===== src/verilog/core_pkg.sv =====
// widths, reset vector and decode enums shared by the rv64 pipeline, imported by each rtl unit
package core_pkg;
	localparam int xlen = 64;
	localparam int reg_addr_w = 5;
	localparam logic [xlen-1:0] pc_start = 64'h8000_0000;

	// major opcodes seen by the decoder
	typedef enum logic [6:0] {
		op_load   = 7'h03,
		op_imm    = 7'h13,
		op_store  = 7'h23,
		op_reg    = 7'h33,
		op_branch = 7'h63,
		op_trap   = 7'h6b,
		op_jal    = 7'h6f
	} opcode_t;

	typedef enum logic [3:0] {
		uop_nop,
		uop_alu,
		uop_alui,
		uop_load,
		uop_store,
		uop_beq,
		uop_bne,
		uop_jal,
		uop_trap
	} uop_t;

	typedef enum logic [2:0] {
		alu_add,
		alu_sub,
		alu_and,
		alu_or,
		alu_xor
	} alu_op_t;

	// operand source in execute
	typedef enum logic [1:0] {
		fwd_reg,
		fwd_mem,
		fwd_wb
	} fwd_sel_t;
endpackage


===== src/verilog/dec_bus.sv =====
// decoded instruction bundle from decode to execute, also watched by the hazard logic
`timescale 1ns/10ps

interface dec_bus;
	import core_pkg::*;

	logic valid;
	uop_t uop;
	alu_op_t alu_op;
	logic [xlen-1:0] pc;
	logic [reg_addr_w-1:0] rs1_addr;
	logic [reg_addr_w-1:0] rs2_addr;
	logic [xlen-1:0] rs1_data;
	logic [xlen-1:0] rs2_data;
	logic [xlen-1:0] imm;
	logic [reg_addr_w-1:0] rd_addr;

	modport producer (
		output valid, uop, alu_op, pc, rs1_addr, rs2_addr, rs1_data, rs2_data, imm, rd_addr
	);
	modport consumer (
		input valid, uop, alu_op, pc, rs1_addr, rs2_addr, rs1_data, rs2_data, imm, rd_addr
	);
	// hazard logic only needs the register fields
	modport watch (input uop, rd_addr, rs1_addr, rs2_addr);
endinterface


===== src/verilog/hazard_forward.sv =====
// load-use stall, redirect flush and operand forwarding selects for the execute stage
`timescale 1ns/10ps

module hazard_forward (
	input  logic [core_pkg::reg_addr_w-1:0] id_rs1,
	input  logic [core_pkg::reg_addr_w-1:0] id_rs2,
	dec_bus.watch ex,
	input  logic [core_pkg::reg_addr_w-1:0] me_rd,
	input  logic [core_pkg::reg_addr_w-1:0] wb_rd,
	input  logic me_wen,
	input  logic wb_wen,
	input  logic taken,
	output logic stall,
	output logic flush,
	output core_pkg::fwd_sel_t rs1_sel,
	output core_pkg::fwd_sel_t rs2_sel
);
	import core_pkg::*;

	// youngest producer first
	function automatic fwd_sel_t pick(input logic [reg_addr_w-1:0] src);
		if (me_wen && me_rd == src)
			return fwd_mem;
		if (wb_wen && wb_rd == src)
			return fwd_wb;
		return fwd_reg;
	endfunction

	assign flush = taken;

	// load data only exists once the load reaches writeback
	assign stall = ex.uop == uop_load && ex.rd_addr != '0 &&
		(ex.rd_addr == id_rs1 || ex.rd_addr == id_rs2);

	always_comb begin
		rs1_sel = pick(ex.rs1_addr);
		rs2_sel = pick(ex.rs2_addr);
	end

	// a load in execute never resolves as taken
	always_comb begin
		assert (!(stall && flush))
			else $error("load-use stall while execute redirects");
	end
endmodule


===== src/flat_wrapper.sv =====
// flat-port wrapper written by rule: the top's interface ports become plain ports
module hazard_forward_flat import core_pkg::*;
  (id_rs1, id_rs2, me_rd, wb_rd, me_wen, wb_wen, taken, stall, flush, rs1_sel, rs2_sel, ex_uop, ex_rd_addr, ex_rs1_addr, ex_rs2_addr);
  dec_bus ex_i ();
  input  logic [core_pkg::reg_addr_w-1:0] id_rs1;
  input  logic [core_pkg::reg_addr_w-1:0] id_rs2;
  input  logic [core_pkg::reg_addr_w-1:0] me_rd;
  input  logic [core_pkg::reg_addr_w-1:0] wb_rd;
  input  logic me_wen;
  input  logic wb_wen;
  input  logic taken;
  output logic stall;
  output logic flush;
  output core_pkg::fwd_sel_t rs1_sel;
  output core_pkg::fwd_sel_t rs2_sel;
  input wire logic [$bits(ex_i.uop)-1:0] ex_uop;
  input wire logic [$bits(ex_i.rd_addr)-1:0] ex_rd_addr;
  input wire logic [$bits(ex_i.rs1_addr)-1:0] ex_rs1_addr;
  input wire logic [$bits(ex_i.rs2_addr)-1:0] ex_rs2_addr;
  assign ex_i.uop = ex_uop;
  assign ex_i.rd_addr = ex_rd_addr;
  assign ex_i.rs1_addr = ex_rs1_addr;
  assign ex_i.rs2_addr = ex_rs2_addr;
  hazard_forward u_core (.id_rs1(id_rs1), .id_rs2(id_rs2), .ex(ex_i), .me_rd(me_rd), .wb_rd(wb_rd), .me_wen(me_wen), .wb_wen(wb_wen), .taken(taken), .stall(stall), .flush(flush), .rs1_sel(rs1_sel), .rs2_sel(rs2_sel));
endmodule

===== config.mk =====
export PLATFORM = sky130hd
export DESIGN_NAME = hazard_forward_flat
export DESIGN_NICKNAME = d
export VERILOG_FILES = /design/src/verilog/core_pkg.sv /design/src/verilog/dec_bus.sv /design/src/verilog/hazard_forward.sv /design/src/flat_wrapper.sv
export SDC_FILE = /design/constraint.sdc
export NUM_CORES = 1
export LEC_CHECK = 0
export BUFFER_PORTS_ARGS = -buffer_cell sky130_fd_sc_hd__buf_2
export CORE_AREA = 3 3 40 42
export DETAILED_ROUTE_END_ITERATION = 10
export DIE_AREA = 0 0 43 45
export GPL_ROUTABILITY_DRIVEN = 0
export MAX_ROUTING_LAYER = met4
export PLACE_DENSITY = 0.73
export SETUP_SLACK_MARGIN = 0.2
export SYNTH_ARGS = -nofsm -noshare
export SYNTH_HDL_FRONTEND = slang
export SYNTH_SLANG_ARGS = --single-unit

===== constraint.sdc =====
create_clock -name vclk -period 1.1
set_input_delay 0.22 -clock vclk [all_inputs]
set_output_delay 0.22 -clock vclk [all_outputs]
set_load 0.05 [all_outputs]

Word level (Yosys, flattened, before mapping)
Cells that the tools add are included.
{"block": "word_totals", "out_inout_bits": 6, "register_bits": 0, "in_bits": 42, "elab_cells": 29}
{"block": "classes", "mux": 14, "n_reduce_logical": 8, "n_eq_ne": 7}
{"cell": "equality test 5 bit", "count": 6}
{"cell": "two-way mux 2 bit", "count": 8}
{"cell": "logical AND 1 bit", "count": 6}
{"cell": "two-way mux 1 bit", "count": 6}
{"cell": "nonzero test 5 bit", "count": 1}
{"cell": "equality test 4 x 2 -> 1 bit, second input constant", "count": 1}
{"cell": "logical OR 1 bit", "count": 1}

Depth between registers and ports, before layout
{"block": "logic_depth", "depth_word": 6, "mapped_depth": 4, "ltp_nobuf": 4}

Least setup slack after synthesis
Ideal clock, no wire load.
{"block": "synth_path", "path_type": "input port to output port", "startpoint": "input me_rd[3] (netlist bit)", "endpoint": "output rs1_sel[1]", "n_path_buf": 0, "t_arrival_ns": 1.483, "required_time_ns": 0.880, "path_stages": 4, "path_slack_ns": -0.603, "path_cell_list": "xor2_1 -> nor4_1 -> and3_1 -> nor2_1"}
{"block": "synth_via", "elab_chain_cells": 4}
{"item": "start, declared", "line_no": "flat_wrapper.sv:7", "text": "input logic [core_pkg::reg_addr_w-1:0] me_rd;"}
{"item": "equality test 5 bit", "line_no": "hazard_forward.sv:22", "text": "if (me_wen && me_rd == src)"}
{"item": "logical AND 1 bit", "line_no": "hazard_forward.sv:22"}
{"item": "two-way mux 1 bit", "line_no": "hazard_forward.sv:22"}
{"item": "two-way mux 2 bit", "line_no": "hazard_forward.sv:24", "text": "if (wb_wen && wb_rd == src)"}
{"item": "end, declared", "line_no": "flat_wrapper.sv:14", "text": "output core_pkg::fwd_sel_t rs1_sel;"}
No other way between the ends.

Worst setup path in the final report
{"block": "layout_path", "startpoint": "input ex_rd_addr[3]", "endpoint": "output stall"}
{"block": "layout_via", "elab_chain_cells": 3, "elab_cells_between_ends": 6, "cone_classes": "eq/ne: 2; reduce/logical: 4"}
{"item": "start, declared", "line_no": "flat_wrapper.sv:17", "text": "input wire logic [$bits(ex_i.rd_addr)-1:0] ex_rd_addr;"}
{"item": "equality test 5 bit or nonzero test 5 bit (tied branches)", "line_no": "hazard_forward.sv:33, hazard_forward.sv:32"}
{"item": "logical OR 1 bit or logical AND 1 bit (tied branches)", "line_no": "hazard_forward.sv:33, hazard_forward.sv:32"}
{"item": "logical AND 1 bit *", "line_no": "hazard_forward.sv:32", "text": "assign stall = ex.uop == uop_load && ex.rd_addr != '0 &&"}
{"item": "end, declared", "line_no": "flat_wrapper.sv:12", "text": "output logic stall;"}
Every way passes the cells marked *; elsewhere a longest branch is shown, timed or not.

==> impl_metrics.csv <==
group,metric,value,unit
global_route,grt_overflow,0,
drt,drt_iter0_drc,2,
worst_setup_path,cp-end-kind,"output port",
synth,synth_area_leaders,"xor2_1 52%, xnor2_1 19%, nor4_1 6.8%",
cells_and_area,final_cell_mix,"28 x buf_2, 20 x xor2_1, 11 x buf_6",
floorplanning,rows,13,
floorplanning,dieArea,0.001935,mm^2
timing,max_freq,0.6777,GHz
cells_and_area,clkbuf_count,0,
pwr,peakVddDrop,0.1821,mV
cells_and_area,final_nets,145,
synth,synth_top_area_share,52.03,%
timing,setup-violations-final,5,
synth,syn-num-nets,91,
cells_and_area,syn2layout_area_growth,139.5,%
synth,synth.yosys.seq_area_share,0,%
floorplanning,ios,48,
global_route,antenna_found_initial,0,
worst_setup_path,cp_max_fo,2,
synth,syn_inst,49,
synth,syn_area,370.4,um^2
timing,hold_viol,0,
cells_and_area,layout_commonest_cell,"buf_2",
worst_setup_path,cp.arrival,1.26,ns
pwr,power.density,344.0,mW/mm^2
placement,placed_area,695.7,um^2
floorplanning,core_area,0.001285,mm^2
floorplanning,fp.dieH,45,um
global_route,grt_max_degree,4,
job,maxCapViolations,0,
worst_setup_path,path_class,"in -> out",
timing,finalCritPeriodShare,134.1,%
synth,yosys_warnings,0,
placement,dp.cells,114,
cells_and_area,flops_and_latches,0,
cells_and_area,drive_above_1_share,64.36,%
cells_and_area,finish.instance_area,887.1,um^2
worst_setup_path,start_kind,"primary input",
worst_setup_path,critical_path_required,0.88,ns
timing,rsz0062_at_grt,"yes",
drt,ant_nets,0,
timing,setup_slack,-0.3756,ns
synth,synth_area_leader_cell,"xor2_1",
drt,vias,518,
drt,drt_wl_total,1420,um
run_status,outcome,"finished, violations left",
timing,relSlewSlack,83.93,%
global_route,grt_pass1_wl,1966,um
run_status,violations,"negative setup slack",
pwr,p_leak,0.0003993,uW
timing,period_minus_slack,1.476,ns
min_path,holdPathStages,0,
cells_and_area,fin_util,69.04,%
timing,finalSetupTns,-1.598,ns
floorplanning,fp.dieW,43,um
drt,drc,0,
cells_and_area,ff_latch_area,0,um^2
synth,syn_avg_cell_area,7.558,um^2
drt,first_pass_iters,3,
cells_and_area,n_antenna_cell,0,
timing,slew_violations,0,
placement,numPortBuffers,46,
synth,yosys.cell_types.count,11,
timing,worstMarginPinSlew,0.2389,ns
pwr,finalPower,305.1,uW
global_route,grt.total_usage,12.72,%
drt,wl_per_cell,12.24,um
drt,viasPerCell,4.466,
min_path,hold_path.class,"in -> out",
global_route,grt_pass1_vias,514,
placement,hpwl,1188,um
cells_and_area,fin_cells,116,
floorplanning,start_util,28.82,%
stage by stage:
stage | setup WS, ns | hold WS, ns
4_1_cts | -0.3914 | 0.4409
3_3_place_gp | -0.4503 | 0.4409
2_1_floorplan | -0.1842 | 0.5800
3_5_place_dp | -0.4634 | 0.4409
5_1_grt | -0.4087 | 0.4402
6_report | -0.3756 | 0.4405
Yosys cell counts:
cell type / number
nor3_1: 2
o2111ai_1: 1
nor4_1: 4
xnor2_1: 8
a21oi_1: 1
buf_4: 1
nand3_1: 4
nor2_1: 3
or4_1: 1
and3_1: 2
xor2_1: 22
layer usage:
| metal | wire, um | GRT usage, % | vias to the layer above |
|---|---|---|---|
| met5 | 0 | - | - |
| met4 | 0 | 0 | 0 |
| met3 | 72 | 0.3984 | 0 |
| met2 | 763 | 22.46 | 14 |
| met1 | 585 | 17.38 | 233 |
| li1 | - | - | 271 |
worst max-delay path: stages:
cell       delay [ns]
buf_6            0.09
or4_4            0.54
o2111ai_4        0.21
a21oi_4          0.04
buf_6            0.15
power breakdown:
part           switching, uW  leakage, uW  internal [uW]
registers                  0            0              0
clock network              0            0              0
logic                    131     0.000399            174
path summary, 6_finish.rpt:
kind | startpoint | to
max | ex_rd_addr[3] | stall
min | taken | flush
cells by family after synthesis:
logic type,count (synthesis),share of synthesized area (%)
XOR/XNOR,30,70.95
buffers and inverters,1,2.028
AO/OA/AOI/OAI,2,3.715
AND/OR/NAND/NOR,16,23.31
what timing repair did:
action	4_1_cts	5_1_grt
pin swaps	11	12
setup buffers	1	1
gates resized for setup	21	18
setup endpoints to repair	5	5
hold buffers	0	0
area by class of cell:
cell class	count	area, um^2
Tap cell	15	18.77
Timing Repair Buffer	53	414.1
Fill cell	99	397.9
Multi-Input combinational cell	48	454.2
Power figures use the tool's default switching activity.
