File: src/verilog/core_pkg.sv
// widths, reset vector and decode enums shared by the rv64 pipeline, imported by each rtl unit
package core_pkg;
	localparam int xlen = 64;
	localparam int reg_addr_w = 5;
	localparam logic [xlen-1:0] pc_start = 64'h8000_0000;

	// major opcodes seen by the decoder
	typedef enum logic [6:0] {
		op_load   = 7'h03,
		op_imm    = 7'h13,
		op_store  = 7'h23,
		op_reg    = 7'h33,
		op_branch = 7'h63,
		op_trap   = 7'h6b,
		op_jal    = 7'h6f
	} opcode_t;

	typedef enum logic [3:0] {
		uop_nop,
		uop_alu,
		uop_alui,
		uop_load,
		uop_store,
		uop_beq,
		uop_bne,
		uop_jal,
		uop_trap
	} uop_t;

	typedef enum logic [2:0] {
		alu_add,
		alu_sub,
		alu_and,
		alu_or,
		alu_xor
	} alu_op_t;

	// operand source in execute
	typedef enum logic [1:0] {
		fwd_reg,
		fwd_mem,
		fwd_wb
	} fwd_sel_t;
endpackage

File: src/verilog/dec_bus.sv
// decoded instruction bundle from decode to execute, also watched by the hazard logic
`timescale 1ns/10ps

interface dec_bus;
	import core_pkg::*;

	logic valid;
	uop_t uop;
	alu_op_t alu_op;
	logic [xlen-1:0] pc;
	logic [reg_addr_w-1:0] rs1_addr;
	logic [reg_addr_w-1:0] rs2_addr;
	logic [xlen-1:0] rs1_data;
	logic [xlen-1:0] rs2_data;
	logic [xlen-1:0] imm;
	logic [reg_addr_w-1:0] rd_addr;

	modport producer (
		output valid, uop, alu_op, pc, rs1_addr, rs2_addr, rs1_data, rs2_data, imm, rd_addr
	);
	modport consumer (
		input valid, uop, alu_op, pc, rs1_addr, rs2_addr, rs1_data, rs2_data, imm, rd_addr
	);
	// hazard logic only needs the register fields
	modport watch (input uop, rd_addr, rs1_addr, rs2_addr);
endinterface

File: src/verilog/execute_unit.sv
// execute stage, alu with forwarded operands plus branch decision and target
`timescale 1ns/10ps

module execute_unit (
	dec_bus.consumer ex,
	input  core_pkg::fwd_sel_t rs1_sel,
	input  core_pkg::fwd_sel_t rs2_sel,
	input  logic [core_pkg::xlen-1:0] me_result,
	input  logic [core_pkg::xlen-1:0] wb_data,
	output logic [core_pkg::xlen-1:0] result,
	output logic [core_pkg::xlen-1:0] store_data,
	output logic [core_pkg::xlen-1:0] target,
	output logic taken
);
	import core_pkg::*;

	logic [xlen-1:0] op1;
	logic [xlen-1:0] op2;
	logic [xlen-1:0] alu_b;
	logic [xlen-1:0] alu_out;

	function automatic logic [xlen-1:0] pick(input fwd_sel_t sel, input logic [xlen-1:0] reg_val);
		case (sel)
			fwd_mem: return me_result;
			fwd_wb: return wb_data;
			default: return reg_val;
		endcase
	endfunction

	always_comb begin
		op1 = pick(rs1_sel, ex.rs1_data);
		op2 = pick(rs2_sel, ex.rs2_data);
	end

	// loads and stores add the immediate for the address
	assign alu_b = (ex.uop == uop_alu) ? op2 : ex.imm;

	always_comb begin
		case (ex.alu_op)
			alu_sub: alu_out = op1 - alu_b;
			alu_and: alu_out = op1 & alu_b;
			alu_or: alu_out = op1 | alu_b;
			alu_xor: alu_out = op1 ^ alu_b;
			default: alu_out = op1 + alu_b;
		endcase
	end

	// jal links pc+4
	assign result = (ex.uop == uop_jal) ? ex.pc + 64'd4 : alu_out;
	assign store_data = op2;
	assign target = ex.pc + ex.imm;

	assign taken = ex.valid && ((ex.uop == uop_beq && op1 == op2) ||
		(ex.uop == uop_bne && op1 != op2) || ex.uop == uop_jal);
endmodule

File: src/flat_wrapper.sv
// flat-port wrapper written by rule: the top's interface ports become plain ports
module execute_unit_flat import core_pkg::*;
  (rs1_sel, rs2_sel, me_result, wb_data, result, store_data, target, taken, ex_valid, ex_uop, ex_alu_op, ex_pc, ex_rs1_addr, ex_rs2_addr, ex_rs1_data, ex_rs2_data, ex_imm, ex_rd_addr);
  dec_bus ex_i ();
  input  core_pkg::fwd_sel_t rs1_sel;
  input  core_pkg::fwd_sel_t rs2_sel;
  input  logic [core_pkg::xlen-1:0] me_result;
  input  logic [core_pkg::xlen-1:0] wb_data;
  output logic [core_pkg::xlen-1:0] result;
  output logic [core_pkg::xlen-1:0] store_data;
  output logic [core_pkg::xlen-1:0] target;
  output logic taken;
  input wire logic [$bits(ex_i.valid)-1:0] ex_valid;
  input wire logic [$bits(ex_i.uop)-1:0] ex_uop;
  input wire logic [$bits(ex_i.alu_op)-1:0] ex_alu_op;
  input wire logic [$bits(ex_i.pc)-1:0] ex_pc;
  input wire logic [$bits(ex_i.rs1_addr)-1:0] ex_rs1_addr;
  input wire logic [$bits(ex_i.rs2_addr)-1:0] ex_rs2_addr;
  input wire logic [$bits(ex_i.rs1_data)-1:0] ex_rs1_data;
  input wire logic [$bits(ex_i.rs2_data)-1:0] ex_rs2_data;
  input wire logic [$bits(ex_i.imm)-1:0] ex_imm;
  input wire logic [$bits(ex_i.rd_addr)-1:0] ex_rd_addr;
  assign ex_i.valid = ex_valid;
  assign ex_i.uop = ex_uop;
  assign ex_i.alu_op = ex_alu_op;
  assign ex_i.pc = ex_pc;
  assign ex_i.rs1_addr = ex_rs1_addr;
  assign ex_i.rs2_addr = ex_rs2_addr;
  assign ex_i.rs1_data = ex_rs1_data;
  assign ex_i.rs2_data = ex_rs2_data;
  assign ex_i.imm = ex_imm;
  assign ex_i.rd_addr = ex_rd_addr;
  execute_unit u_core (.ex(ex_i), .rs1_sel(rs1_sel), .rs2_sel(rs2_sel), .me_result(me_result), .wb_data(wb_data), .result(result), .store_data(store_data), .target(target), .taken(taken));
endmodule
File: config.mk
export PLATFORM = sky130hd
export DESIGN_NAME = execute_unit_flat
export DESIGN_NICKNAME = d
export VERILOG_FILES = /design/src/verilog/core_pkg.sv /design/src/verilog/dec_bus.sv /design/src/verilog/execute_unit.sv /design/src/flat_wrapper.sv
export SDC_FILE = /design/constraint.sdc
export NUM_CORES = 1
export LEC_CHECK = 0
export BUFFER_PORTS_ARGS = -buffer_cell sky130_fd_sc_hd__buf_2
export CORE_AREA = 2 2 234 236
export DETAILED_ROUTE_END_ITERATION = 8
export DIE_AREA = 0 0 236 238
export PLACE_DENSITY_LB_ADDON = 0.2
export SYNTH_ARGS = -nofsm -noshare
export SYNTH_HDL_FRONTEND = slang
export SYNTH_SLANG_ARGS = --single-unit
File: constraint.sdc
create_clock -name vclk -period 7
set_clock_uncertainty 0.15 [all_clocks]
set_input_delay 0.7 -clock vclk [all_inputs]
set_output_delay 0.7 -clock vclk [all_outputs]
set_load 0.005 [all_outputs]
# Word-level counts from Yosys, hierarchy flattened
# Index checks and enable logic that the tools add are counted.
# W data, S select, Z words.
word_totals:
  register_bits: 0
  out_inout_bits: 193
classes:
  n_reduce_logical: 5
  add_sub_neg: 4
  n_bitwise: 3
  eq_ne: 14
  mux: 5
ops:
  columns: ["operator", "count"]
  rows:
  - ["$pmux W64 S2", 2]
  - ["$pmux W64 S4", 1]
  - ["$add A64 B64 Y64", 2]
  - ["$mux W64", 2]
  - ["$add A64 B3 Y64 const B", 1]
  - ["$and A64 B64 Y64", 1]
  - ["$eq A64 B64 Y1", 1]
  - ["$ne A64 B64 Y1", 1]
  - ["$or A64 B64 Y64", 1]
  - ["$sub A64 B64 Y64", 1]
  - ["$xor A64 B64 Y64", 1]
  - ["$eq A4 B3 Y1 const B", 3]
  - ["$eq A3 B2 Y1 const B", 2]
  - ["$eq A2 B1 Y1 const B", 2]
  - ["$eq A2 B2 Y1 const B", 2]
  - ["$eq A4 B1 Y1 const B", 1]
  - ["$eq A3 B1 Y1 const B", 1]
  - ["$eq A3 B3 Y1 const B", 1]
  - ["$logic_and A1 B1 Y1", 3]
  - ["$logic_or A1 B1 Y1", 2]

# Longest topological paths before layout
depth:
  word_depth: 7
  ltp_mapped: 30
  mapped_depth_nobuf: 26

# Least setup slack after synthesis
# OpenSTA, ideal clock, no wires.
synth_timing:
  path_type: "in2out"
  start: "in ex_uop[1]"
  end: "out result[62] (netlist bit)"
  arrival_ns: 6.539
  path_slack_ns: -0.389
  path_buffers: 5
  cell_stages: 27
  cell_sequence: "nor4b_4 -> buf_4 -> buf_4 -> buf_2 -> buf_1 -> nor2_1 -> a21oi_1 -> ha_1 -> inv_1 -> a211oi_2 -> o2111a_1 -> o2111ai_2 -> nor3_4 -> nand2_2 -> or2_4 -> nand2_1 -> xnor2_1 -> ha_1 -> clkbuf_1 -> nand4_1 -> o21ai_0 -> nand4_1 -> a311o_1 -> a2111oi_0 -> nor4_1 -> or3_1 -> a21oi_1"
synth_via:
  elab_chain_len: 5
  elab_cells_between_ends: 10
  cone_classes: "2 x add/sub; 2 x eq/ne; 3 x mux; 3 x bitwise"
synth_lines:
  columns: ["item", "line_no", "source"]
  rows:
  - ["from (decl)", "flat_wrapper.sv:14", "input wire logic [$bits(ex_i.uop)-1:0] ex_uop;"]
  - ["$eq A4 B1 Y1", "execute_unit.sv:36", "assign alu_b = (ex.uop == uop_alu) ? op2 : ex.imm;"]
  - ["$mux W64", "execute_unit.sv:36", null]
  - ["$add A64 B64 Y64 (tied with other cells)", "execute_unit.sv:44", "default: alu_out = op1 + alu_b;"]
  - ["$pmux W64 S4", "execute_unit.sv:39", "case (ex.alu_op)"]
  - ["$mux W64 (*)", "execute_unit.sv:49", "assign result = (ex.uop == uop_jal) ? ex.pc + 64'd4 : alu_out;"]
  - ["to (decl)", "flat_wrapper.sv:9", "output logic [core_pkg::xlen-1:0] result;"]
# Every way passes the cells marked *; elsewhere a longest branch is shown, timed or not.

# Worst setup path in the final report
layout_timing:
  start: "in rs2_sel[1]"
  end: "out result[62] (netlist bit)"
layout_via:
  elab_chain_len: 6
  elab_cells_between_ends: 11
  cone_classes: "2 x add/sub; 2 x eq/ne; 4 x mux; 3 x bitwise"
layout_lines:
  columns: ["item", "line_no", "source"]
  rows:
  - ["from (decl)", "flat_wrapper.sv:6", "input core_pkg::fwd_sel_t rs2_sel;"]
  - ["$eq A2 B2 Y1 / $eq A2 B1 Y1 (equally long branches)", "execute_unit.sv:23", "case (sel)"]
  - ["$pmux W64 S2 (*)", "execute_unit.sv:23", null]
  - ["$mux W64 (*)", "execute_unit.sv:36", null]
  - ["$add A64 B64 Y64 (tied with other cells)", "execute_unit.sv:44", null]
  - ["$pmux W64 S4 (*)", "execute_unit.sv:39", null]
  - ["$mux W64 (*)", "execute_unit.sv:49", null]
# Marked as above.

==> metrics.txt <==
Worst Slack Setup Final -32.5 ps; Post-Syn Nets 3468; LEAKAGE 12.9 nW; hold endpoint taken; clock network power share 0; Post-route DRC 0; fraction of layout cells with a size suffix above 1 0.335; Fin Hold WS 1550 ps; num ports 604; placed instance area 0.0251 mm²; DIE AREA 0.0562 mm²; Die H 238 µm; MaxCap Viol Count 0; Die X 236 µm; gr usage total 0.403; leading area contributor after synthesis ha_1; Mapped Cells 2781; Core Area 0.0535 mm²; nets 4423; Post-Layout Cell Count 4459; DR iter-0 viols 3491; Power Dens Cells 135 mW/mm²; final WL between 100000 and 150000 µm; Cell Rows 85; global-route wire length before repair 167000 µm; Final setup viols 1; Starting Density 0.341; commonest non-fill, non-tap cell in the layout buf_2; kind of critical path in2out; Hold Vio Cnt, Final 0; crit end category primary output; post-synth top area share 0.188; post-place setup slack -329 ps; status complete, but fails checks; dominant cells by area after synthesis ha_1 (19%), xnor2_1 (11%), a21oi_1 (8.7%); mapped cell area 0.0182 mm²; design area about 0.026 mm²; # hold bufs at CTS 0; vias in the first global route approximately 24000; Synthesis Warnings 0; commonest cells after routing, fill and taps aside buf_2 (583), buf_4 (491), a21oi_1 (302); routability cong. 1.06; sequential share of power 0; first-pass detailed-route iteration total 6; Max VDD drop 48.0 µV; Hold WC Path Type in2out; CP arrival 6180 ps; Worst-Margin Slew approximately 860 ps; Gate power share 1.000; Avg Vias per Cell 5.94; post-synth cell types slightly below 90; initial antenna violation count a little under 50; GR Overflow Total 0; area grow syn2layout 44.2%; DRT antenna net count 0; total placed cells including tap cells 4387; TNS Setup -32.5 ps; violated checks negative setup slack; Worst setup SP type input pin; Int Pwr 1.52 mW; Seq/Total Area, Yosys 0; FF+latch area 0 µm²; Final Max Slew Viols 0; port buffer count 589; switch share 0.573; Clock Buffer Count 0; NetSw between 2 and 2.5 mW; Rel. slew slack 0.421; minimum clock period ~7000 ps; largest net degree at the start of global routing 72; final worst-path cycle share 1.00; CP max FO 5; syn avg cell area roughly 6.6 µm²; RSZ-0062 raised after global routing true; launch point of the worst hold path ex_valid; Fmax approximately 0.14 GHz; Hold Path Stages 4; Critical Path RT 6150 ps; Avg WL per Cell roughly 27 µm; detailed placement HPWL 104000 µm; final sequential cell count 0; Via Count 26500
-- Yosys cell counts (9+ instances only) --
cell type / n
a21oi_1: 317
ha_1: 274
nor2_1: 260
nand2_1: 234
xnor2_1: 234
inv_1: 209
o21ai_0: 156
a22oi_1: 124
clkbuf_1: 99
mux2i_1: 76
a21o_1: 62
nand3_1: 61
xor2_1: 58
nand4_1: 52
nor3_1: 40
a211oi_1: 35
nor4_1: 30
o21ai_1: 29
a221oi_1: 28
a31oi_1: 28
and3_1: 27
o22ai_1: 26
buf_2: 23
o21bai_1: 23
o21a_1: 20
and2_1: 19
nor2b_1: 18
buf_1: 17
nand2b_1: 17
or3_1: 14
o211ai_1: 11
o31ai_1: 10
or2_2: 9
-- power by group through the flow --
| stage | Sequential, mW | Combinational [mW] | Clock [mW] |
|---|---|---|---|
| 3_5_place_dp | 0 | 3.27 | 0 |
| 6_report | 0 | 3.56 | 0.000000559 |
| 2_1_floorplan | 0 | 1.62 | 0 |
| 4_1_cts | 0 | 3.32 | 0 |
| 5_1_grt | 0 | 3.75 | 0.000000287 |
| 3_3_place_gp | 0 | 3.28 | 0 |
-- worst max-delay path by stage --
stage,startpoint,end,slack (ps),cells past startpoint
finish,rs2_sel[1],result[62],-30,28
global route,rs2_sel[1],result[62],-130,28
CTS,rs2_sel[1],result[48],4,31
detailed placement,ex_uop[1],result[62],-330,25
global placement,ex_uop[1],result[59],-250,24
floorplan,ex_uop[1],result[56],6,27
-- logic make-up (layout without fill, tap and decap cells) --
kind of cell,after synthesis,in the layout,synth area share
muxes,82,82,0.0454
xor gates and xnor gates,292,292,0.140
AOI/OAI and AO/OA,961,961,0.336
buffers and inverters,357,1310,0.0776
other,0,29,0
adders and majority gates,276,276,0.190
and+or+nand+nor,813,813,0.210
-- routing by layer --
layer | share of wire | global-route usage | up-vias | routed length [µm]
met2 | 0.39 | 0.570 | 1718 | 47700
met3 | 0.14 | 0.140 | 274 | 17100
met1 | 0.43 | 0.569 | 12400 | 51600
li1 | - | - | 12000 | -
met4 | 0.037 | 0.114 | 36 | 4480
met5 | 0.0019 | 0 | - | 227
-- metrics by stage --
stage	utilization	total power, mW
floorplan	-	1.62
global placement	0.469	3.28
detailed placement	0.469	3.27
CTS	0.473	3.32
global route	0.491	3.75
finish	0.491	3.56
-- worst max-delay path, stage by stage --
cell and delay [ps]:
buf_8 110, ha_4 260, buf_8 140, buf_12 130
a221o_1 310, o22ai_2 130, a21o_1 150, nand4_1 130
buf_4 180, nor3_2 90, buf_4 160, nand4_1 110
nor2_2 170, nand3_2 120, o31ai_4 280, xnor2_2 140
ha_1 370, buf_6 120, nand4_1 150, nor4_2 310
buf_4 160, nand3b_1 170, a311o_1 400, a2111oi_4 450
nor4_1 100, or3_1 310, a21oi_1 160, buf_2 150
-- layout make-up --
type | count | area [µm²]
antenna | 29 | 72.6
timing repair buffer | 1100 | 7010
inverter | 210 | 791
multi-input combinational | 2424 | 17500
tap | 696 | 871
fill | 5708 | 27200
-- what timing repair did --
action | 4_1_cts | 5_1_grt
buffers inserted | 12 | 30
gates cloned | 0 | 2
pin swaps | 13 | 82
endpoints found under the setup margin | 21 | 40
resized for setup | 27 | 145
(Power assumes the default switching activity.)
