## src/verilog/core_pkg.sv

```systemverilog
// widths, reset vector and decode enums shared by the rv64 pipeline, imported by each rtl unit
package core_pkg;
	localparam int xlen = 64;
	localparam int reg_addr_w = 5;
	localparam logic [xlen-1:0] pc_start = 64'h8000_0000;

	// major opcodes seen by the decoder
	typedef enum logic [6:0] {
		op_load   = 7'h03,
		op_imm    = 7'h13,
		op_store  = 7'h23,
		op_reg    = 7'h33,
		op_branch = 7'h63,
		op_trap   = 7'h6b,
		op_jal    = 7'h6f
	} opcode_t;

	typedef enum logic [3:0] {
		uop_nop,
		uop_alu,
		uop_alui,
		uop_load,
		uop_store,
		uop_beq,
		uop_bne,
		uop_jal,
		uop_trap
	} uop_t;

	typedef enum logic [2:0] {
		alu_add,
		alu_sub,
		alu_and,
		alu_or,
		alu_xor
	} alu_op_t;

	// operand source in execute
	typedef enum logic [1:0] {
		fwd_reg,
		fwd_mem,
		fwd_wb
	} fwd_sel_t;
endpackage

```

## src/verilog/dec_bus.sv

```systemverilog
// decoded instruction bundle from decode to execute, also watched by the hazard logic
`timescale 1ns/10ps

interface dec_bus;
	import core_pkg::*;

	logic valid;
	uop_t uop;
	alu_op_t alu_op;
	logic [xlen-1:0] pc;
	logic [reg_addr_w-1:0] rs1_addr;
	logic [reg_addr_w-1:0] rs2_addr;
	logic [xlen-1:0] rs1_data;
	logic [xlen-1:0] rs2_data;
	logic [xlen-1:0] imm;
	logic [reg_addr_w-1:0] rd_addr;

	modport producer (
		output valid, uop, alu_op, pc, rs1_addr, rs2_addr, rs1_data, rs2_data, imm, rd_addr
	);
	modport consumer (
		input valid, uop, alu_op, pc, rs1_addr, rs2_addr, rs1_data, rs2_data, imm, rd_addr
	);
	// hazard logic only needs the register fields
	modport watch (input uop, rd_addr, rs1_addr, rs2_addr);
endinterface

```

## src/verilog/decoder.sv

```systemverilog
// decode stage, cracks an instruction word and registers it into the execute bundle
`timescale 1ns/10ps

module decoder (
	input  logic clock,
	input  logic reset,
	input  logic id_valid,
	input  logic [31:0] id_inst,
	input  logic [core_pkg::xlen-1:0] id_pc,
	input  logic stall,
	input  logic flush,
	output logic [core_pkg::reg_addr_w-1:0] rs1_addr,
	output logic [core_pkg::reg_addr_w-1:0] rs2_addr,
	input  logic [core_pkg::xlen-1:0] rs1_data,
	input  logic [core_pkg::xlen-1:0] rs2_data,
	dec_bus.producer ex
);
	import core_pkg::*;

	logic [2:0] funct3;
	logic [6:0] funct7;
	uop_t uop;
	alu_op_t alu_op;
	logic [xlen-1:0] imm;
	logic use_rs1;
	logic use_rs2;
	logic writes_rd;
	logic [reg_addr_w-1:0] rd_addr;

	assign funct3 = id_inst[14:12];
	assign funct7 = id_inst[31:25];

	always_comb begin
		uop = uop_nop;
		alu_op = alu_add;
		imm = {{52{id_inst[31]}}, id_inst[31:20]};
		case (id_inst[6:0])
			op_reg: begin
				uop = uop_alu;
				case ({funct7, funct3})
					{7'h00, 3'b000}: alu_op = alu_add;
					{7'h20, 3'b000}: alu_op = alu_sub;
					{7'h00, 3'b100}: alu_op = alu_xor;
					{7'h00, 3'b110}: alu_op = alu_or;
					{7'h00, 3'b111}: alu_op = alu_and;
					default: uop = uop_nop;
				endcase
			end
			op_imm: begin
				if (funct3 == 3'b000)
					uop = uop_alui;
			end
			op_load: begin
				if (funct3 == 3'b011)
					uop = uop_load;
			end
			op_store: begin
				imm = {{52{id_inst[31]}}, id_inst[31:25], id_inst[11:7]};
				if (funct3 == 3'b011)
					uop = uop_store;
			end
			op_branch: begin
				imm = {{51{id_inst[31]}}, id_inst[31], id_inst[7], id_inst[30:25],
					id_inst[11:8], 1'b0};
				if (funct3 == 3'b000)
					uop = uop_beq;
				else if (funct3 == 3'b001)
					uop = uop_bne;
			end
			op_jal: begin
				uop = uop_jal;
				imm = {{43{id_inst[31]}}, id_inst[31], id_inst[19:12], id_inst[20],
					id_inst[30:21], 1'b0};
			end
			op_trap: uop = uop_trap;
			default: uop = uop_nop;
		endcase
		if (!id_valid)
			uop = uop_nop;
	end

	// unused sources read as x0 so they never stall or forward
	assign use_rs1 = uop inside {uop_alu, uop_alui, uop_load, uop_store, uop_beq, uop_bne};
	assign use_rs2 = uop inside {uop_alu, uop_store, uop_beq, uop_bne};
	assign writes_rd = uop inside {uop_alu, uop_alui, uop_load, uop_jal};
	assign rs1_addr = use_rs1 ? id_inst[19:15] : '0;
	assign rs2_addr = use_rs2 ? id_inst[24:20] : '0;
	assign rd_addr = writes_rd ? id_inst[11:7] : '0;

	always_ff @(posedge clock) begin
		if (reset || stall || flush) begin
			ex.valid <= 1'b0;
			ex.uop <= uop_nop;
			ex.rd_addr <= '0;
			ex.rs1_addr <= '0;
			ex.rs2_addr <= '0;
		end else begin
			ex.valid <= id_valid;
			ex.uop <= uop;
			ex.rd_addr <= rd_addr;
			ex.rs1_addr <= rs1_addr;
			ex.rs2_addr <= rs2_addr;
		end
	end

	always_ff @(posedge clock) begin
		ex.alu_op <= alu_op;
		ex.pc <= id_pc;
		ex.rs1_data <= rs1_data;
		ex.rs2_data <= rs2_data;
		ex.imm <= imm;
	end
endmodule

```

## src/flat_wrapper.sv

```systemverilog
// flat-port wrapper written by rule: the top's interface ports become plain ports
module decoder_flat import core_pkg::*;
  (clock, reset, id_valid, id_inst, id_pc, stall, flush, rs1_addr, rs2_addr, rs1_data, rs2_data, ex_valid, ex_uop, ex_alu_op, ex_pc, ex_rs1_addr, ex_rs2_addr, ex_rs1_data, ex_rs2_data, ex_imm, ex_rd_addr);
  dec_bus ex_i ();
  input  logic clock;
  input  logic reset;
  input  logic id_valid;
  input  logic [31:0] id_inst;
  input  logic [core_pkg::xlen-1:0] id_pc;
  input  logic stall;
  input  logic flush;
  output logic [core_pkg::reg_addr_w-1:0] rs1_addr;
  output logic [core_pkg::reg_addr_w-1:0] rs2_addr;
  input  logic [core_pkg::xlen-1:0] rs1_data;
  input  logic [core_pkg::xlen-1:0] rs2_data;
  output wire logic [$bits(ex_i.valid)-1:0] ex_valid;
  output wire logic [$bits(ex_i.uop)-1:0] ex_uop;
  output wire logic [$bits(ex_i.alu_op)-1:0] ex_alu_op;
  output wire logic [$bits(ex_i.pc)-1:0] ex_pc;
  output wire logic [$bits(ex_i.rs1_addr)-1:0] ex_rs1_addr;
  output wire logic [$bits(ex_i.rs2_addr)-1:0] ex_rs2_addr;
  output wire logic [$bits(ex_i.rs1_data)-1:0] ex_rs1_data;
  output wire logic [$bits(ex_i.rs2_data)-1:0] ex_rs2_data;
  output wire logic [$bits(ex_i.imm)-1:0] ex_imm;
  output wire logic [$bits(ex_i.rd_addr)-1:0] ex_rd_addr;
  assign ex_valid = ex_i.valid;
  assign ex_uop = ex_i.uop;
  assign ex_alu_op = ex_i.alu_op;
  assign ex_pc = ex_i.pc;
  assign ex_rs1_addr = ex_i.rs1_addr;
  assign ex_rs2_addr = ex_i.rs2_addr;
  assign ex_rs1_data = ex_i.rs1_data;
  assign ex_rs2_data = ex_i.rs2_data;
  assign ex_imm = ex_i.imm;
  assign ex_rd_addr = ex_i.rd_addr;
  decoder u_core (.clock(clock), .reset(reset), .id_valid(id_valid), .id_inst(id_inst), .id_pc(id_pc), .stall(stall), .flush(flush), .rs1_addr(rs1_addr), .rs2_addr(rs2_addr), .rs1_data(rs1_data), .rs2_data(rs2_data), .ex(ex_i));
endmodule
```

## config.mk

```make
export PLATFORM = sky130hd
export DESIGN_NAME = decoder_flat
export DESIGN_NICKNAME = d
export VERILOG_FILES = /design/src/verilog/core_pkg.sv /design/src/verilog/dec_bus.sv /design/src/verilog/decoder.sv /design/src/flat_wrapper.sv
export SDC_FILE = /design/constraint.sdc
export NUM_CORES = 1
export LEC_CHECK = 0
export ABC_AREA = 1
export BUFFER_PORTS_ARGS = -buffer_cell sky130_fd_sc_hd__buf_2
export CAP_MARGIN = 20
export CORE_AREA = 3 3 200 202
export CTS_CLUSTER_DIAMETER = 100
export CTS_CLUSTER_SIZE = 12
export DETAILED_ROUTE_END_ITERATION = 10
export DIE_AREA = 0 0 203 205
export GPL_ROUTABILITY_DRIVEN = 0
export PLACE_DENSITY = 0.46
export SLEW_MARGIN = 0
export SYNTH_ARGS = -nofsm -noshare
export SYNTH_HDL_FRONTEND = slang
export SYNTH_SLANG_ARGS = --single-unit
```

## constraint.sdc

```tcl
create_clock -name clock -period 2.2 [get_ports clock]
set_input_delay 0.66 -clock clock [delete_from_list [all_inputs] [get_ports clock]]
set_output_delay 0.66 -clock clock [all_outputs]
set_load 0.01 [all_outputs]
```

# == After elaboration in Yosys (flattened, before gate mapping) ==
# Cells that the tools add are included.
# totals
out_inout_bits,289
reg_bits,236
rom_bits,0
ramBits,0
input_bits,229
memories,0
wordCells,52
latchBits,0
# op_classes
add_sub_neg,0
mul,0
bitwise_logic,1
n_reduce_logical,9
n_mux,12
shifts,0
n_eq_ne,20
order_cmp,0
div,0
# ops
operator,n
20-bit case mux with 3 select lines,1
"10-bit by 3-bit equality test with 1-bit output, second input constant",3
4-bit case mux with 7 select lines,1
"7-bit equality test, second input constant",3
"4-bit by 3-bit equality test with 1-bit output, second input constant",4
"7-bit by 6-bit equality test with 1-bit output, second input constant",2
3-bit case mux with 4 select lines,1
"10-bit by 9-bit equality test with 1-bit output, second input constant",1
10-bit logical NOT,1
5-bit 2-to-1 mux,2
"4-bit by 2-bit equality test with 1-bit output, second input constant",2
4-bit 2-to-1 mux,2
4-bit nonzero test,2
"7-bit by 2-bit equality test with 1-bit output, second input constant",1
"7-bit by 5-bit equality test with 1-bit output, second input constant",1
3-bit 2-to-1 mux,2
6-bit nonzero test,1
5-bit OR reduction,1
"4-bit by 1-bit equality test with 1-bit output, second input constant",1
2-bit 2-to-1 mux,2
"3-bit by 1-bit equality test with 1-bit output, second input constant",1
"3-bit by 2-bit equality test with 1-bit output, second input constant",1
3-bit logical NOT,1
1-bit logical OR,2
3 further kinds,3

# == Logic depth before layout (Yosys ltp) ==
# depth
depth_word,9
ltp_mapped,12
mapped_depth_nobuf,12

# == Worst setup path after synthesis ==
# OpenSTA, ideal clock, no wires.
# synth_timing
path_type,input -> output
start,input id_inst[1]
end,output rs2_addr[0] (netlist bit)
path_buffers,0
required_time_ns,1.540
stages,11
path_slack_ns,-0.106
arrival_time_ns,1.646
path_cell_list,nand2_1 > inv_2 > nand2_2 > nor2_2 > nand2_1 > nand2_1 > nor2_2 > nor2_8 > a21oi_2 > nand3_1 > inv_1
# synth_between
elab_chain_len,6
elab_cells_between_ends,15
classes_between,11 x eq/ne; 3 x mux; 1 x reduce/logical
# synth_lines
element,line_no,rtl
from (decl),flat_wrapper.sv:8,input logic [31:0] id_inst;
"7-bit equality test, or another cell as far along",decoder.sv:37,case (id_inst[6:0])
4-bit case mux with 7 select lines (*),decoder.sv:37,
4-bit 2-to-1 mux (*),decoder.sv:78,if (!id_valid)
4-bit by 1-bit equality test with 1-bit output or 4-bit by 3-bit equality test with 1-bit output (tied branches),decoder.sv:84,"assign use_rs2 = uop inside {uop_alu, uop_store, uop_beq, uop_bne};"
4-bit nonzero test (*),decoder.sv:84,
5-bit 2-to-1 mux (*),decoder.sv:87,assign rs2_addr = use_rs2 ? id_inst[24:20] : '0;
to (decl),flat_wrapper.sv:13,output logic [core_pkg::reg_addr_w-1:0] rs2_addr;
# Mark *: on every way between the ends. The rest lies on a longest branch, timed or not.

# == Worst setup path after layout ==
# layout_timing
start,input id_inst[31]
end,output rs1_addr[3] (netlist bit)
# layout_between
elab_chain_len,8
elab_cells_between_ends,17
classes_between,10 x eq/ne; 4 x mux; 3 x reduce/logical
# layout_lines
element,line_no,rtl
"10-bit by 9-bit equality test with 1-bit output, or another cell as far along",decoder.sv:40,"case ({funct7, funct3})"
5-bit OR reduction (no source line) (*),n/a,
1-bit 2-to-1 mux (*),decoder.sv:40,
4-bit case mux with 7 select lines (*),decoder.sv:37,
4-bit 2-to-1 mux (*),decoder.sv:78,
"4-bit by 1-bit equality test with 1-bit output, or another cell as far along",decoder.sv:83,"assign use_rs1 = uop inside {uop_alu, uop_alui, uop_load, uop_store, uop_beq, uop_bne};"
6-bit nonzero test (*),decoder.sv:83,
5-bit 2-to-1 mux (*),decoder.sv:86,assign rs1_addr = use_rs1 ? id_inst[19:15] : '0;
to (decl),flat_wrapper.sv:12,output logic [core_pkg::reg_addr_w-1:0] rs1_addr;
# Marks and branches as above.

==> results.yml <==
timing:
  layout_setup_ws_ps: -459
  hold_ws_ps: 226
  rsz0062_at_grt: "true"
  tightest_slew_ps: 641
  period_needed_ps: 2660
  timing.final.crit_share_pct: 121
  max_freq_mhz: 376
  slew_headroom_pct: 57.2
  slew_violations: 0
  setup_violations: 10
  hold_viol_final: 0
clocking:
  cts_buffers: 23
  cts_root_buf: "clkbuf_16"
  htree_levels: 1
  cts_buffer_depth: 3
  cts_hold_buf: 0
  cts_tree: "built"
  path_clk_slew_ps: 70
  clock_sinks: 236
cells_and_area:
  fin_nets: 1215
  final_common_cell: "buf_2"
  design_area_um2: 10200
  diodes: 0
  area_delta_synth_final_pct: 74.7
  mostFrequentLayoutCells: "buf_2 (496), dfxtp_1 (236), buf_4 (48)"
  fillers: 4103
  drive_gt1_share_pct: 67.6
hold_path:
  hold_start: "id_pc[16]"
  hold_path_class: "input port to flop"
  min_to: "u_core.ex.pc[16]$_DFF_P_"
  min_delay_path_depth: 1
grt:
  grt_antenna_before_repair: 1
  gr-total-overflow: 0
  grt_pass1_vias: 4807
  grt_pass1_wl_um: 30400
  grt_max_degree: 45
  grt_use_total_pct: 9.75
routing:
  wl_per_cell_um: 15.0
  antenna_left: 0
  drc_errors: 0
  wl_um: 22500
  route.vias.total: 4837
  first_pass_iters: 4
  drt_first_iter_violations: 160
  viasPerCell: 3.22
run_status:
  violations: "setup timing"
  status: "complete, but fails checks"
worst_setup_path:
  path_buf_inv: 3
  slowest_delay_ps: 230
  critPathMaxFanout: 5
  critPathKind: "input port to primary output"
  cp_cell_sequence: "buf_6 -> or2_1 -> nor2_2 -> o21ai_2 -> nand2_2 -> nand2_2 -> nand2_4 -> nand2_8 -> nand3_4 -> nand3_2 -> inv_2 -> buf_6"
  cp_slowest_cell: "or2_1"
  crit_path_end_kind: "primary output"
  arrival_ps: 2000
  required_ps: 1540
  start_kind: "input port"
  cp_top_family: "simple AND/OR/NAND/NOR gates"
die:
  row_count: 72
  die-area_um2: 41600
  pin_count: 518
  coreArea_um2: 38500
  start_util_pct: 15.2
  die_h_um: 205
  die_x_um: 203
synth:
  synth_edf_count: 0
  synth-seq-area-share_pct: 81.0
  synth-seq-cells: 236
  syn_inst: 442
  ys_async_sr_fraction_pct: 0
  yosysWarningCount: 0
  synthDistinctLibCells: 24
  synth_ff_type: "dfxtp_1"
  synth.avg_cell_area_um2: 13.2
  synth_area_um2: 5830
  syn_nets: 671
job:
  drv_cap: 0
place:
  placed_area_um2: 9030
  post-place-ws_ps: -610
  place_hpwl_um: 18700
  port_buffers: 517
power_and_ir_drop:
  total_power_mw: 8.83
  power_density_nw_per_um2: 867
  vdd_drop_max_v: 0.000410
  p_leak_nw: 5.12
==> layout make-up <==
class                      instances  area [um^2]  share of cell area (%)
multi-input combinational        122          945                    9.27
tap                              518          648                    6.36
clock inverter                     2         50.0                   0.491
sequential                       236         4720                    46.4
clock buffer                      23          576                    5.65
timing repair buffer             565         3090                    30.3
inverter                          38          160                    1.57
==> how the worst max path moves through the flow <==
stage                            from          end  slack (ps)  depth (start not counted)
final                     id_inst[31]  rs1_addr[3]        -460                         12
after global routing      id_inst[27]  rs1_addr[0]        -570                         13
after CTS                 id_inst[31]  rs1_addr[4]        -460                         12
after detailed placement  id_inst[13]  rs1_addr[4]        -610                         11
after global placement    id_inst[14]  rs1_addr[4]        -610                         11
after floorplan           id_inst[30]  rs1_addr[0]         -80                         10
==> synthesized netlist by cell type, types with 2 or more instances <==
cell type,count,area share [%]
o21ai_0,12,1.0
nand2_2,4,0.43
clkbuf_1,2,0.13
o21ai_1,2,0.17
nand3_2,3,0.51
nor2_1,29,1.9
inv_1,35,2.3
nor2_2,10,1.1
buf_4,43,5.5
nand3_1,18,1.5
inv_2,3,0.19
nand2_1,29,1.9
dfxtp_1,236,81
nand2_4,3,0.58
nor3_1,4,0.34
==> power by group <==
group / internal [mW] / total [mW] / switching [mW] / leakage [nW]
Sequential: 4.48 / 4.54 / 0.0554 / 1.98
Combinational: 0.368 / 0.764 / 0.396 / 2.83
Clock: 1.98 / 3.53 / 1.55 / 0.307
==> cell families after synthesis <==
logic type | Yosys count | synth area share (%)
flip-flops | 236 | 81.0
AND/OR/NAND/NOR | 104 | 9.11
buffers and inverters | 84 | 8.19
AO/OA/AOI/OAI | 18 | 1.72
==> per-layer routing <==
metal	global-route usage, %	vias to the layer above	share of wire, %
li1	-	2392	-
met4	2.92	2	1.8
met5	0	-	0.058
met1	11.7	2199	39
met3	2.73	29	7.8
met2	17.0	215	51
==> registers in the layout, summed over array words and instances (netlist names) <==
name,flops
u_core.ex.pc,64
u_core.ex.rs1_data,64
u_core.ex.rs2_data,64
u_core.ex.imm,21
u_core.ex.rd_addr,5
u_core.ex.rs1_addr,5
u_core.ex.rs2_addr,5
u_core.ex.uop,4
u_core.ex.alu_op,3
u_core.ex.valid,1
==> per-stage QoR <==
step | util, % | instances | TNS (ps)
2_1_floorplan | - | 442 | -777
3_3_place_gp | 23.5 | 1470 | -5980
3_5_place_dp | 23.5 | 1470 | -6010
4_1_cts | 25.8 | 1500 | -4450
5_1_grt | 26.5 | 1504 | -5250
6_report | 26.5 | 1504 | -4290
==> repair_timing <==
action / 4_1_cts / 5_1_grt
setup endpoints to repair: 10 / 10
setup buffers: 5 / 5
gates resized for setup: 60 / 47
pin swaps: 21 / 24
Note: power is estimated with default switching activity, not from simulation.
